### src/core_pkg.sv
// Shared widths, ALU operation codes and bundles for the integer execution cluster
`default_nettype none

package core_pkg;

	// ========================================
	// Widths
	// ========================================

	// Reorder entries, kept a power of two so slot pointers wrap on their own
	localparam int ROB_DEPTH = 8;

	typedef logic [31:0] data_t;
	typedef logic [4:0] reg_idx_t;
	typedef logic [$clog2(ROB_DEPTH)-1:0] tag_t;

	// ========================================
	// Encodings
	// ========================================

	typedef enum logic [2:0] {
		ALU_ADD = 3'd0,
		ALU_SUB = 3'd1,
		ALU_AND = 3'd2,
		ALU_OR  = 3'd3,
		ALU_XOR = 3'd4,
		ALU_SLT = 3'd5,  // signed compare, result 1 or 0
		ALU_SLL = 3'd6,  // shift amount from src_b[4:0]
		ALU_MUL = 3'd7   // low word of the product
	} alu_op_t;

	typedef enum logic {
		LANE_IDLE = 1'b0,
		LANE_MUL  = 1'b1
	} lane_state_t;

	// ========================================
	// Bundles
	// ========================================

	// Operation as it arrives from the source
	typedef struct packed {
		alu_op_t  op;
		data_t    src_a;
		data_t    src_b;
		reg_idx_t dest;
	} alu_req_t;

	// Operation steered to a lane, tagged with its reorder slot
	typedef struct packed {
		tag_t     tag;
		alu_req_t req;
	} lane_issue_t;

	typedef struct packed {
		tag_t     tag;
		reg_idx_t dest;
		data_t    value;
	} lane_result_t;

	// Retired result
	typedef struct packed {
		reg_idx_t dest;
		data_t    value;
	} commit_t;

endpackage

`default_nettype wire

### src/alu_lane.sv
// Integer ALU lane with a one-cycle path and a multi-cycle multiply
`timescale 1ns/1ps
`default_nettype none

module alu_lane #(
	parameter int MUL_LATENCY = 4
) (
	input  logic                     clk,
	input  logic                     i_reset,

	input  logic                     i_issue_valid,
	input  core_pkg::lane_issue_t    i_issue,

	output logic                     o_busy,

	output logic                     o_result_valid,
	output core_pkg::lane_result_t   o_result
);

	import core_pkg::*;

	// Counter holds MUL_LATENCY-2 at most
	localparam int CNT_W = (MUL_LATENCY > 2) ? $clog2(MUL_LATENCY - 1) : 1;

	lane_state_t      state;
	logic [CNT_W-1:0] mul_count;
	logic             result_valid_q;
	logic             accept;
	logic             mul_done;

	tag_t     tag_q;
	reg_idx_t dest_q;
	data_t    src_a_q;
	data_t    src_b_q;
	data_t    value_q;

	// Single-cycle operations, multiply goes through the counter path
	function automatic data_t alu_single(input alu_op_t op, input data_t a, input data_t b);
		data_t r;
		case (op)
			ALU_ADD: r = a + b;
			ALU_SUB: r = a - b;
			ALU_AND: r = a & b;
			ALU_OR:  r = a | b;
			ALU_XOR: r = a ^ b;
			ALU_SLT: r = ($signed(a) < $signed(b)) ? 32'd1 : 32'd0;
			ALU_SLL: r = a << b[4:0];
			default: r = '0;
		endcase
		return r;
	endfunction

	assign accept = i_issue_valid && (state == LANE_IDLE);
	assign mul_done = (state == LANE_MUL) && (mul_count == '0);

	// ========================================
	// Control
	// ========================================
	always_ff @(posedge clk)
	begin
		if (i_reset)
		begin
			state <= LANE_IDLE;
			mul_count <= '0;
			result_valid_q <= 1'b0;
		end
		else
		begin
			result_valid_q <= 1'b0;
			case (state)
				LANE_IDLE:
				begin
					if (accept && (i_issue.req.op == ALU_MUL))
					begin
						state <= LANE_MUL;
						mul_count <= CNT_W'(MUL_LATENCY - 2);
					end
					else if (accept)
					begin
						result_valid_q <= 1'b1;
					end
				end
				LANE_MUL:
				begin
					if (mul_count == '0)
					begin
						// Idle again in the cycle the product shows
						state <= LANE_IDLE;
						result_valid_q <= 1'b1;
					end
					else
					begin
						mul_count <= mul_count - 1'b1;
					end
				end
				default: state <= LANE_IDLE;
			endcase
		end
	end

	// Payload, tag and dest held until the next issue
	always_ff @(posedge clk)
	begin
		if (accept)
		begin
			tag_q <= i_issue.tag;
			dest_q <= i_issue.req.dest;
			src_a_q <= i_issue.req.src_a;
			src_b_q <= i_issue.req.src_b;
			value_q <= alu_single(i_issue.req.op, i_issue.req.src_a, i_issue.req.src_b);
		end
		else if (mul_done)
		begin
			value_q <= src_a_q * src_b_q;
		end
	end

	assign o_busy = (state == LANE_MUL);
	assign o_result_valid = result_valid_q;
	assign o_result.tag = tag_q;
	assign o_result.dest = dest_q;
	assign o_result.value = value_q;

endmodule

`default_nettype wire

### src/commit_buffer.sv
// Reorder buffer that collects lane results by tag and retires them in issue order
`timescale 1ns/1ps
`default_nettype none

module commit_buffer #(
	parameter int NUM_LANES = 3
) (
	input  logic                     clk,
	input  logic                     i_reset,

	// Slot reservation from the dispatcher
	input  logic                     i_alloc,
	output core_pkg::tag_t           o_alloc_tag,
	output logic                     o_rob_space,

	// Lane results
	input  logic [NUM_LANES-1:0]     i_result_valid,
	input  core_pkg::lane_result_t   i_result [NUM_LANES],

	// Retire side
	output logic                     o_commit_valid,
	output core_pkg::commit_t        o_commit,
	input  logic                     i_commit_ready
);

	import core_pkg::*;

	localparam int CNT_W = $clog2(ROB_DEPTH) + 1;

	commit_t              entry_q [ROB_DEPTH];
	logic [ROB_DEPTH-1:0] done_q;
	tag_t                 head_q;
	tag_t                 tail_q;
	logic [CNT_W-1:0]     count_q;
	logic [CNT_W-1:0]     count_next;
	logic                 space_q;
	logic                 retire;

	// ========================================
	// Head and handshake
	// ========================================

	// Free slots are never done, so the head flag is enough
	assign o_commit_valid = done_q[head_q];
	assign o_commit = entry_q[head_q];
	assign retire = o_commit_valid && i_commit_ready;

	assign o_alloc_tag = tail_q;
	assign o_rob_space = space_q;

	// Occupancy after this cycle's reserve and retire
	always_comb
	begin
		count_next = count_q;
		if (i_alloc)
		begin
			count_next = count_next + 1'b1;
		end
		if (retire)
		begin
			count_next = count_next - 1'b1;
		end
	end

	// ========================================
	// Pointers and done flags
	// ========================================
	always_ff @(posedge clk)
	begin
		if (i_reset)
		begin
			head_q <= '0;
			tail_q <= '0;
			count_q <= '0;
			space_q <= 1'b0;
			done_q <= '0;
		end
		else
		begin
			count_q <= count_next;
			space_q <= (count_next < CNT_W'(ROB_DEPTH));

			// Pointers wrap since ROB_DEPTH is a power of two
			if (i_alloc)
			begin
				tail_q <= tail_q + 1'b1;
			end
			if (retire)
			begin
				head_q <= head_q + 1'b1;
				done_q[head_q] <= 1'b0;
			end

			for (int i = 0; i < NUM_LANES; i++)
			begin
				if (i_result_valid[i])
				begin
					done_q[i_result[i].tag] <= 1'b1;
				end
			end
		end
	end

	// Result storage, written by tag
	always_ff @(posedge clk)
	begin
		for (int i = 0; i < NUM_LANES; i++)
		begin
			if (i_result_valid[i])
			begin
				entry_q[i_result[i].tag].dest <= i_result[i].dest;
				entry_q[i_result[i].tag].value <= i_result[i].value;
			end
		end
	end

endmodule

`default_nettype wire

### src/int_exec_cluster.sv
// Integer execution cluster: dispatcher, parallel ALU lanes and in-order commit buffer
`timescale 1ns/1ps
`default_nettype none

module int_exec_cluster #(
	parameter int NUM_LANES   = 3,
	parameter int MUL_LATENCY = 4
) (
	input  logic                 clk,
	input  logic                 i_reset,

	// Operation input
	input  logic                 i_req_valid,
	input  core_pkg::alu_req_t   i_req,
	output logic                 o_req_ready,

	// Retired results
	output logic                 o_commit_valid,
	output core_pkg::commit_t    o_commit,
	input  logic                 i_commit_ready
);

	import core_pkg::*;

	tag_t                 alloc_tag;
	logic                 rob_space;
	logic                 alloc;

	logic [NUM_LANES-1:0] lane_busy;
	logic [NUM_LANES-1:0] lane_issue_valid;
	lane_issue_t          lane_issue;

	logic [NUM_LANES-1:0] lane_result_valid;
	lane_result_t         lane_result [NUM_LANES];

	// ========================================
	// Dispatch
	// ========================================
	op_dispatch #(.NUM_LANES(NUM_LANES)) DISPATCH (
		.clk, .i_reset,

		.i_req_valid,
		.i_req,
		.o_req_ready,

		.i_alloc_tag        (alloc_tag),
		.i_rob_space        (rob_space),
		.o_alloc            (alloc),

		.i_lane_busy        (lane_busy),
		.o_lane_issue_valid (lane_issue_valid),
		.o_lane_issue       (lane_issue)
	);

	// ========================================
	// Execution lanes
	// ========================================
	generate
		for (genvar g = 0; g < NUM_LANES; g++)
		begin : g_lane
			alu_lane #(.MUL_LATENCY(MUL_LATENCY)) LANE (
				.clk, .i_reset,
				.i_issue_valid  (lane_issue_valid[g]),
				.i_issue        (lane_issue),
				.o_busy         (lane_busy[g]),
				.o_result_valid (lane_result_valid[g]),
				.o_result       (lane_result[g])
			);
		end
	endgenerate

	// ========================================
	// Commit
	// ========================================
	commit_buffer #(.NUM_LANES(NUM_LANES)) COMMIT_BUFFER (
		.clk, .i_reset,

		.i_alloc        (alloc),
		.o_alloc_tag    (alloc_tag),
		.o_rob_space    (rob_space),

		.i_result_valid (lane_result_valid),
		.i_result       (lane_result),

		.o_commit_valid,
		.o_commit,
		.i_commit_ready
	);

endmodule

`default_nettype wire

### src/op_dispatch.sv
// Operation dispatcher: tags requests, reserves reorder slots, steers to the lowest idle lane
`timescale 1ns/1ps
`default_nettype none

module op_dispatch #(
	parameter int NUM_LANES = 3
) (
	input  logic                     clk,
	input  logic                     i_reset,

	// Request side
	input  logic                     i_req_valid,
	input  core_pkg::alu_req_t       i_req,
	output logic                     o_req_ready,

	// Reorder slot reservation
	input  core_pkg::tag_t           i_alloc_tag,
	input  logic                     i_rob_space,
	output logic                     o_alloc,

	// Lane issue
	input  logic [NUM_LANES-1:0]     i_lane_busy,
	output logic [NUM_LANES-1:0]     o_lane_issue_valid,
	output core_pkg::lane_issue_t    o_lane_issue
);

	logic [NUM_LANES-1:0] lane_sel;
	logic                 lane_found;
	logic                 any_idle;
	logic                 accept;
	logic [31:0]          issue_count;

	// ========================================
	// Lane selection
	// ========================================

	// Priority encoder, lowest idle lane wins
	always_comb
	begin
		lane_sel = '0;
		lane_found = 1'b0;
		for (int i = 0; i < NUM_LANES; i++)
		begin
			if (!i_lane_busy[i] && !lane_found)
			begin
				lane_sel[i] = 1'b1;
				lane_found = 1'b1;
			end
		end
	end

	assign any_idle = ~&i_lane_busy;

	// ========================================
	// Handshake and issue
	// ========================================

	// Needs both a free lane and a free reorder slot
	assign o_req_ready = any_idle && i_rob_space;
	assign accept = i_req_valid && o_req_ready;

	// Issue leaves in the acceptance cycle
	assign o_lane_issue_valid = accept ? lane_sel : '0;
	assign o_lane_issue.tag = i_alloc_tag;
	assign o_lane_issue.req = i_req;

	// One slot reserved per accepted operation
	assign o_alloc = accept;

	// Running count of issued operations
	always_ff @(posedge clk)
	begin
		if (i_reset)
		begin
			issue_count <= '0;
		end
		else if (accept)
		begin
			issue_count <= issue_count + 32'd1;
		end
	end

endmodule

`default_nettype wire

### config.mk
export PLATFORM = sky130hd
export DESIGN_NAME = int_exec_cluster
export DESIGN_NICKNAME = d
export VERILOG_FILES = /design/src/core_pkg.sv /design/src/alu_lane.sv /design/src/commit_buffer.sv /design/src/int_exec_cluster.sv /design/src/op_dispatch.sv
export SDC_FILE = /design/constraint.sdc
export NUM_CORES = 2
export LEC_CHECK = 0
export BUFFER_PORTS_ARGS = -buffer_cell sky130_fd_sc_hd__buf_2
export CAP_MARGIN = 20
export CORE_AREA = 10 10 418 420
export DETAILED_ROUTE_END_ITERATION = 7
export DIE_AREA = 0 0 428 430
export PLACE_DENSITY = 0.65
export SETUP_SLACK_MARGIN = 0.1
export SLEW_MARGIN = 20
export SYNTH_ARGS = -nofsm -noshare
export SYNTH_HDL_FRONTEND = slang
export SYNTH_SLANG_ARGS = --single-unit
### constraint.sdc
create_clock -name clk -period 8.31 [get_ports clk]
set_input_delay 0 -clock clk [delete_from_list [all_inputs] [get_ports clk]]
set_output_delay 0 -clock clk [all_outputs]
set_load 0.03 [all_outputs]
==> After elaboration in Yosys (flattened, before gate mapping) <==
Memories as Yosys holds them, arrays and structs flattened. A register that Yosys moved wholly into a read port is not among the register bits.
Cells that the tools add are included.
{ "classes": {"mul": 3, "n_eq_ne": 13, "mux": 70, "n_reduce_logical": 33, "add_sub_neg": 9, "n_div": 0, "magnitude_cmp": 10, "shift": 1, "bitwise": 11} }
{ "op_table": {"columns": ["operator", "n"], "rows": [
  ["$pmux 32 s7", 1],
  ["$mux 32", 6],
  ["$mul 32x32->32", 3],
  ["$mux 8", 7],
  ["$add 32x32->32", 1],
  ["$and 32x32->32", 1],
  ["$lt 32x32->1", 1],
  ["$or 32x32->32", 1],
  ["$shl 32x5->32", 1],
  ["$sub 32x32->32", 1],
  ["$xor 32x32->32", 1],
  ["$mux 1", 31],
  ["$or 8x8->8", 3],
  ["$logic_and 1x1->1", 18],
  ["$lt 3x4->1 const B", 4],
  ["$demux 1 s3", 4],
  ["$eq 3x3->1 const B", 4],
  ["$ge 3x1->1 const B", 4],
  ["$mux 2", 6],
  ["$ne 2x2->1 const B", 6],
  ["$pmux 1 s2", 6],
  ["$pmux 2 s2", 3],
  ["$mux 3", 3],
  ["$and 8x8->8", 1],
  ["other kinds (17)", 33]
]} }
{ "word_totals": {"inputBits": 76, "n_memories": 1, "rom_bits": 0, "latch_bits": 0, "wordCells": 180, "mem_bits_rw": 296, "ff_bits": 343} }
{ "memory_table": {"columns": ["name", "words", "width", "read_ports", "rd_ports_with_merged_regs", "wr", "line", "source"], "rows": [
  ["COMMIT_BUFFER.entry_q", 8, 37, 1, 1, 3, "commit_buffer.sv:30", "commit_t entry_q [ROB_DEPTH];"]
]} }

==> Logic depth before layout (Yosys ltp) <==
{ "logic_depth": {"depth_word": 16, "mapped_depth": 29, "depth_no_buf": 26} }

==> Hierarchy <==
A second synthesis with hierarchy kept.
{ "hier_totals": {"cells_unflattened": 10292, "hier_area_um2": 96592.6} }
{ "modules_own_cells": {"columns": ["mod", "n_inst", "cells_each", "seq_area_each_um2", "area_per_inst_um2"], "rows": [
  ["alu_lane at g_lane[0].LANE", 1, 2880, 3203.1, 25832.3],
  ["alu_lane at g_lane[1].LANE", 1, 2827, 3203.1, 25796.0],
  ["alu_lane at g_lane[2].LANE", 1, 2833, 3203.1, 25400.6],
  ["commit_buffer", 1, 1669, 9328.9, 18958.2],
  ["op_dispatch", 1, 83, 0.0, 605.6]
]} }

==> Worst setup path before layout <==
Ideal clock, no wire load.
{ "synth_timing": {"path_kind": "register -> register", "startpoint": "register g_lane[1].LANE.src_b_q[3]", "endpoint": "register g_lane[1].LANE.value_q[29] (data pin)", "arrival_ns": 6.802, "setup_ns": 0.360, "n_path_buf": 2, "path_stages_with_launch": 27, "setup_slack_ns": 1.148, "period_less_slack_ns": 7.162, "required_ns": 7.950, "cell_sequence": "edfxtp_1 -> clkbuf_1 -> clkbuf_1 -> and2_1 -> fa_1 -> inv_1 -> fa_1 -> fa_1 -> fa_1 -> inv_1 -> fa_1 -> inv_1 -> fa_1 -> inv_1 -> fa_1 -> fa_1 -> ha_1 -> nand2_1 -> or3_1 -> nor4_1 -> o21ai_0 -> a21oi_1 -> a41oi_1 -> nor2b_1 -> xnor2_1 -> nor2_1 -> a21oi_1"} }
{ "synth_between": {"elab_chain_cells": 3} }
{ "synth_rtl": {"columns": ["item", "line", "source"], "rows": [
  ["from (decl)", "alu_lane.sv:34", "data_t src_b_q;"],
  ["from (signal assigned)", "alu_lane.sv:109", "src_b_q <= i_issue.req.src_b;"],
  ["$mul 32x32->32", "alu_lane.sv:114", "value_q <= src_a_q * src_b_q;"],
  ["$mux 32", "alu_lane.sv:112", "else if (mul_done)"],
  ["$mux 32", "alu_lane.sv:104", "if (accept)"],
  ["to (signal assigned)", "alu_lane.sv:110", "value_q <= alu_single(i_issue.req.op, i_issue.req.src_a, i_issue.req.src_b);"],
  ["to (signal assigned)", "alu_lane.sv:114", null],
  ["to (decl)", "alu_lane.sv:35", "data_t value_q;"]
]} }
No other way between the ends. The select of a mux whose other input is x is not followed.
A chain may end at the register's enable or synchronous reset.

==> Worst setup path after layout <==
{ "layout_timing": {"startpoint": "register g_lane[2].LANE.src_b_q[7]", "endpoint": "register g_lane[2].LANE.value_q[29] (data pin)"} }
{ "layout_between": {"elab_chain_cells": 3} }
{ "layout_rtl": {"columns": ["item", "line"], "rows": [
  ["from (decl)", "alu_lane.sv:34"],
  ["from (signal assigned)", "alu_lane.sv:109"],
  ["$mul 32x32->32", "alu_lane.sv:114"],
  ["$mux 32", "alu_lane.sv:112"],
  ["$mux 32", "alu_lane.sv:104"],
  ["to (signal assigned)", "alu_lane.sv:110"],
  ["to (signal assigned)", "alu_lane.sv:114"],
  ["to (decl)", "alu_lane.sv:35"]
]} }
No other way between the ends. The select of a mux whose other input is x is not followed.

==> out/results.ini <==
[place]
placed_cells = 10300
finalWeightedCongestion = 0.997
placed_cell_area_um2 = 85300
io_buffers = 114
worst_case_setup_slack_after_placement_ns = 0.471
hpwlAfterDp_um = 204000

[cells_and_area]
multi_input_area_um2 = 57000
layout.cells.non_filler = 10500
final_layout_size_suffix_gt1_share_pct = 7.47
area.growth.synth_to_final_pct = 7.41
ff_latch_area_um2 = 18900
finish.net_count = 9991
postLayoutCellArea_um2 = 88800
fill_cells = 14900

[cts]
cts_num_sinks = 642
cts_made_buffers = 76
clock_tree.htree_level_count = 3
cts_tree = yes
clk_pin_slew_ns = 0.07
postCtsResizedCells = 0
cts-root-buf = sky130_fd_sc_hd__clkbuf_16
clockBufferDepth = 3
clkLatencyLatePin_ns = 0.72

[logic_synthesis]
netlist_instances = 8347
share_of_the_yosys_chip_area_belonging_to_registers_pct = 22.9
synth.net_count = 10100
ys_seq_elements = 642
synthArstFlopShare_pct = 0
synth_area_um2 = 82600
synth_cell_types = 94
synth.avg_cell_area_um2 = 9.90
dominantRegCellSynth = sky130_fd_sc_hd__edfxtp_1
synth-edff-count = 608
ys_warn_count = 0

[global_route]
grt_antenna_before_repair = 29
number_of_global_route_vias_before_repair = 64900
grt_first_pass_wirelength_um = 417000
grt.overflow.total = 0
globalRouteTotalUtil_pct = 30.0
maximum_number_of_pins_on_one_net_before_global_route_repair = 77

[die]
rows = 150
dieArea_um2 = 184000
fp.dieW_um = 428
initial_core_utilization_pct = 49.7
area_of_the_placeable_core_um2 = 166000
die_h_um = 430
boundaryPins = 115

[detailed_routing]
via_per_inst = 5.82
detail_route.first_pass.iterations = 6
via_count = 61000
postRouteAntennaNets = 0
detailedRoute.firstIterationViolations = 6374
remaining_drc_errors = 0
routedWlPerCell_um = 26.3
drt-total-wl_um = 276000

[hold_path]
min-delay-path-class = in2reg

[power_and_ir_drop]
worst_ir_drop_vdd_uv = 806
power.static_leakage_nw = 39.1
power_dens_cells_nw_per_um2 = 288

[sta]
setup_viol = 0
finalMaxSlewViolations = 0
final.min_clock_period_ns = 7.81
max-slew-margin-rel_pct = 23.0
fin_setup_tns_ns = 0
period_share_pct = 94.0
finalClockSkew_ns = 0.0397
timing.fmax_mhz = 128
setup_ws_ns = 0.503
tightestPinTransition_ns = 1.14
timing.final.hold_violations = 0
setup_repair_after_global_routing_missed_its_margin = false

[critical_path]
arrival_time_at_the_worst_endpoint_ns = 8.20
worst-path-max-fanout = 25
worst_setup_path_end_kind = flip-flop
cpMostUsedCell = sky130_fd_sc_hd__fa_1
worst_ep_required_time_ns = 8.71
critical_path_start_end_classification = reg2reg
max_stage_delay_ns = 1.04
crit_path_top_delay_cell = sky130_fd_sc_hd__edfxtp_1
startpoint_type = flip-flop

[run]
maxCapViolCount = 0

[run_status]
outcome = finished clean

worst max-delay path: cells and delay by family, from the launching register on:
family | cells | cell delay, ns
AOI/OAI and AO/OA | 6 | 1.07
buffers and inverters | 5 | 0.38
and+or+nand+nor | 3 | 0.50
adders and majority gates | 9 | 4.25
DFF | 1 | 1.04
xor gates and xnor gates | 1 | 0.18
muxes | 1 | 0.10
sequential cells by signal, indices dropped and copies added (netlist names), named ones only:
signal,count
g_lane.LANE.o_result_valid,3
g_lane.LANE.tag_q,9
COMMIT_BUFFER.o_rob_space,1
g_lane.LANE.src_b_q,96
COMMIT_BUFFER.count_q,4
g_lane.LANE.dest_q,15
g_lane.LANE.o_busy,3
g_lane.LANE.src_a_q,96
g_lane.LANE.mul_count,6
g_lane.LANE.value_q,96
COMMIT_BUFFER.done_q,8
COMMIT_BUFFER.o_alloc_tag,3
COMMIT_BUFFER.head_q,3
COMMIT_BUFFER.entry_q,296
worst paths after layout:
kind,startpoint,end,slack (ns),cells after the start
min reg2reg,COMMIT_BUFFER.done_q[1],COMMIT_BUFFER.done_q[1],0.48,2
min,i_req[3],g_lane[1].LANE.dest_q[3],0.06,2
max,g_lane[2].LANE.src_b_q[7],g_lane[2].LANE.value_q[29],0.50,25
max reg2reg,g_lane[2].LANE.src_b_q[7],g_lane[2].LANE.value_q[29],0.50,25
power by group:
part	internal, W	switching, W	total, W
clock	0.00209	0.00158	0.00367
combinational	0.00709	0.0103	0.0174
sequential	0.00428	0.000258	0.00454
total	0.0135	0.0121	0.0256
cells in the final DEF (no fill, tap or decap), types with 30 or more instances in the layout:
cell,synthesis,routed
sky130_fd_sc_hd__inv_1,1235,1229
sky130_fd_sc_hd__fa_1,1226,1226
sky130_fd_sc_hd__nand2_1,974,973
sky130_fd_sc_hd__and2_1,936,936
sky130_fd_sc_hd__edfxtp_1,608,608
sky130_fd_sc_hd__ha_1,473,473
sky130_fd_sc_hd__a21oi_1,355,354
sky130_fd_sc_hd__mux2i_1,341,341
sky130_fd_sc_hd__nor2_1,295,293
sky130_fd_sc_hd__o21ai_0,283,283
sky130_fd_sc_hd__xnor2_1,221,221
sky130_fd_sc_hd__buf_4,5,184
sky130_fd_sc_hd__buf_2,9,114
sky130_fd_sc_hd__mux4_2,90,90
sky130_fd_sc_hd__clkbuf_16,0,76
sky130_fd_sc_hd__dlygate4sd3_1,0,73
sky130_fd_sc_hd__xor2_1,66,66
sky130_fd_sc_hd__mux2_2,50,50
sky130_fd_sc_hd__nor3_1,47,43
sky130_fd_sc_hd__nand3_1,47,41
sky130_fd_sc_hd__o21ai_1,36,36
sky130_fd_sc_hd__a211oi_1,35,34
sky130_fd_sc_hd__a21o_1,34,34
sky130_fd_sc_hd__o22ai_1,32,32
sky130_fd_sc_hd__dfxtp_1,34,31
sky130_fd_sc_hd__a22oi_1,30,30
stage by stage:
step / total power (W) / utilization (%) / hold WS [ns]
floorplan: 0.0154 / - / 0.0716
detailed placement: 0.0219 / 51.3 / 0.231
global placement: 0.0215 / 51.3 / 0.232
global route: 0.0274 / 53.4 / 0.0370
CTS: 0.0256 / 53.3 / 0.0141
finish: 0.0256 / 53.4 / 0.0567
repair_timing:
| action | CTS | global route |
|---|---|---|
| setup buffers | 0 | 5 |
| endpoints found under the setup margin | 0 | 2 |
| hold buffers | 73 | 0 |
| endpoints found under the hold margin | 238 | 0 |
cells in the mapped netlist, drive strengths merged, types with 10 or more instances:
cell type | number | share of area, %
a221oi | 13 | 0.15
a31oi | 12 | 0.11
edfxtp | 608 | 22
o31ai | 10 | 0.097
nor4 | 10 | 0.083
nor2 | 295 | 1.3
inv | 1237 | 5.6
nand4 | 19 | 0.14
a211oi | 36 | 0.33
nand2b | 28 | 0.21
nand2 | 974 | 4.4
o21a | 18 | 0.16
mux4 | 90 | 2.5
mux2i | 341 | 4.1
o22ai | 32 | 0.24
a22oi | 30 | 0.27
nor3 | 47 | 0.28
a21o | 34 | 0.31
nand3 | 47 | 0.28
nor2b | 22 | 0.17
xnor2 | 221 | 2.3
dfxtp | 34 | 0.82
o211ai | 23 | 0.21
or3 | 17 | 0.13
a41oi | 10 | 0.11
clkbuf | 489 | 2.2
a21oi | 355 | 2.1
o21ai | 321 | 2.0
or2 | 12 | 0.091
mux2 | 55 | 0.75
buf | 95 | 0.48
and2 | 937 | 7.1
xor2 | 66 | 0.70
ha | 473 | 7.2
o21bai | 14 | 0.13
fa | 1226 | 30
layer usage:
| layer | track usage, % | wire, µm | vias to the layer above |
|---|---|---|---|
| met5 | 0.0520 | 72 | - |
| met4 | 17.3 | 18800 | 12 |
| met3 | 5.56 | 23400 | 694 |
| met2 | 48.7 | 128000 | 2856 |
| met1 | 37.7 | 105000 | 31100 |
| li1 | - | - | 26300 |
logic make-up (layout without fill, tap and decap cells):
| kind of cell | count (synthesis) | in the layout | synth area share, % |
|---|---|---|---|
| buf+inv | 1822 | 1748 | 8.32 |
| compound gates | 969 | 969 | 6.95 |
| fa+ha+maj | 1699 | 1699 | 36.9 |
| flops | 642 | 642 | 22.9 |
| other cells | 0 | 14 | 0 |
| xor+xnor | 287 | 287 | 3.04 |
| mux | 486 | 486 | 7.33 |
| simple gates | 2442 | 2442 | 14.6 |
area by class of cell:
cell class | count | area share, %
Inverter | 1238 | 5.24
Multi-Input combinational cell | 5883 | 64.2
Antenna cell | 14 | 0.0395
Sequential cell | 642 | 21.3
Clock inverter | 48 | 0.806
Tap cell | 2204 | 3.11
Clock buffer | 87 | 2.19
Timing Repair Buffer | 375 | 3.10
Power figures use the tool's default switching activity.
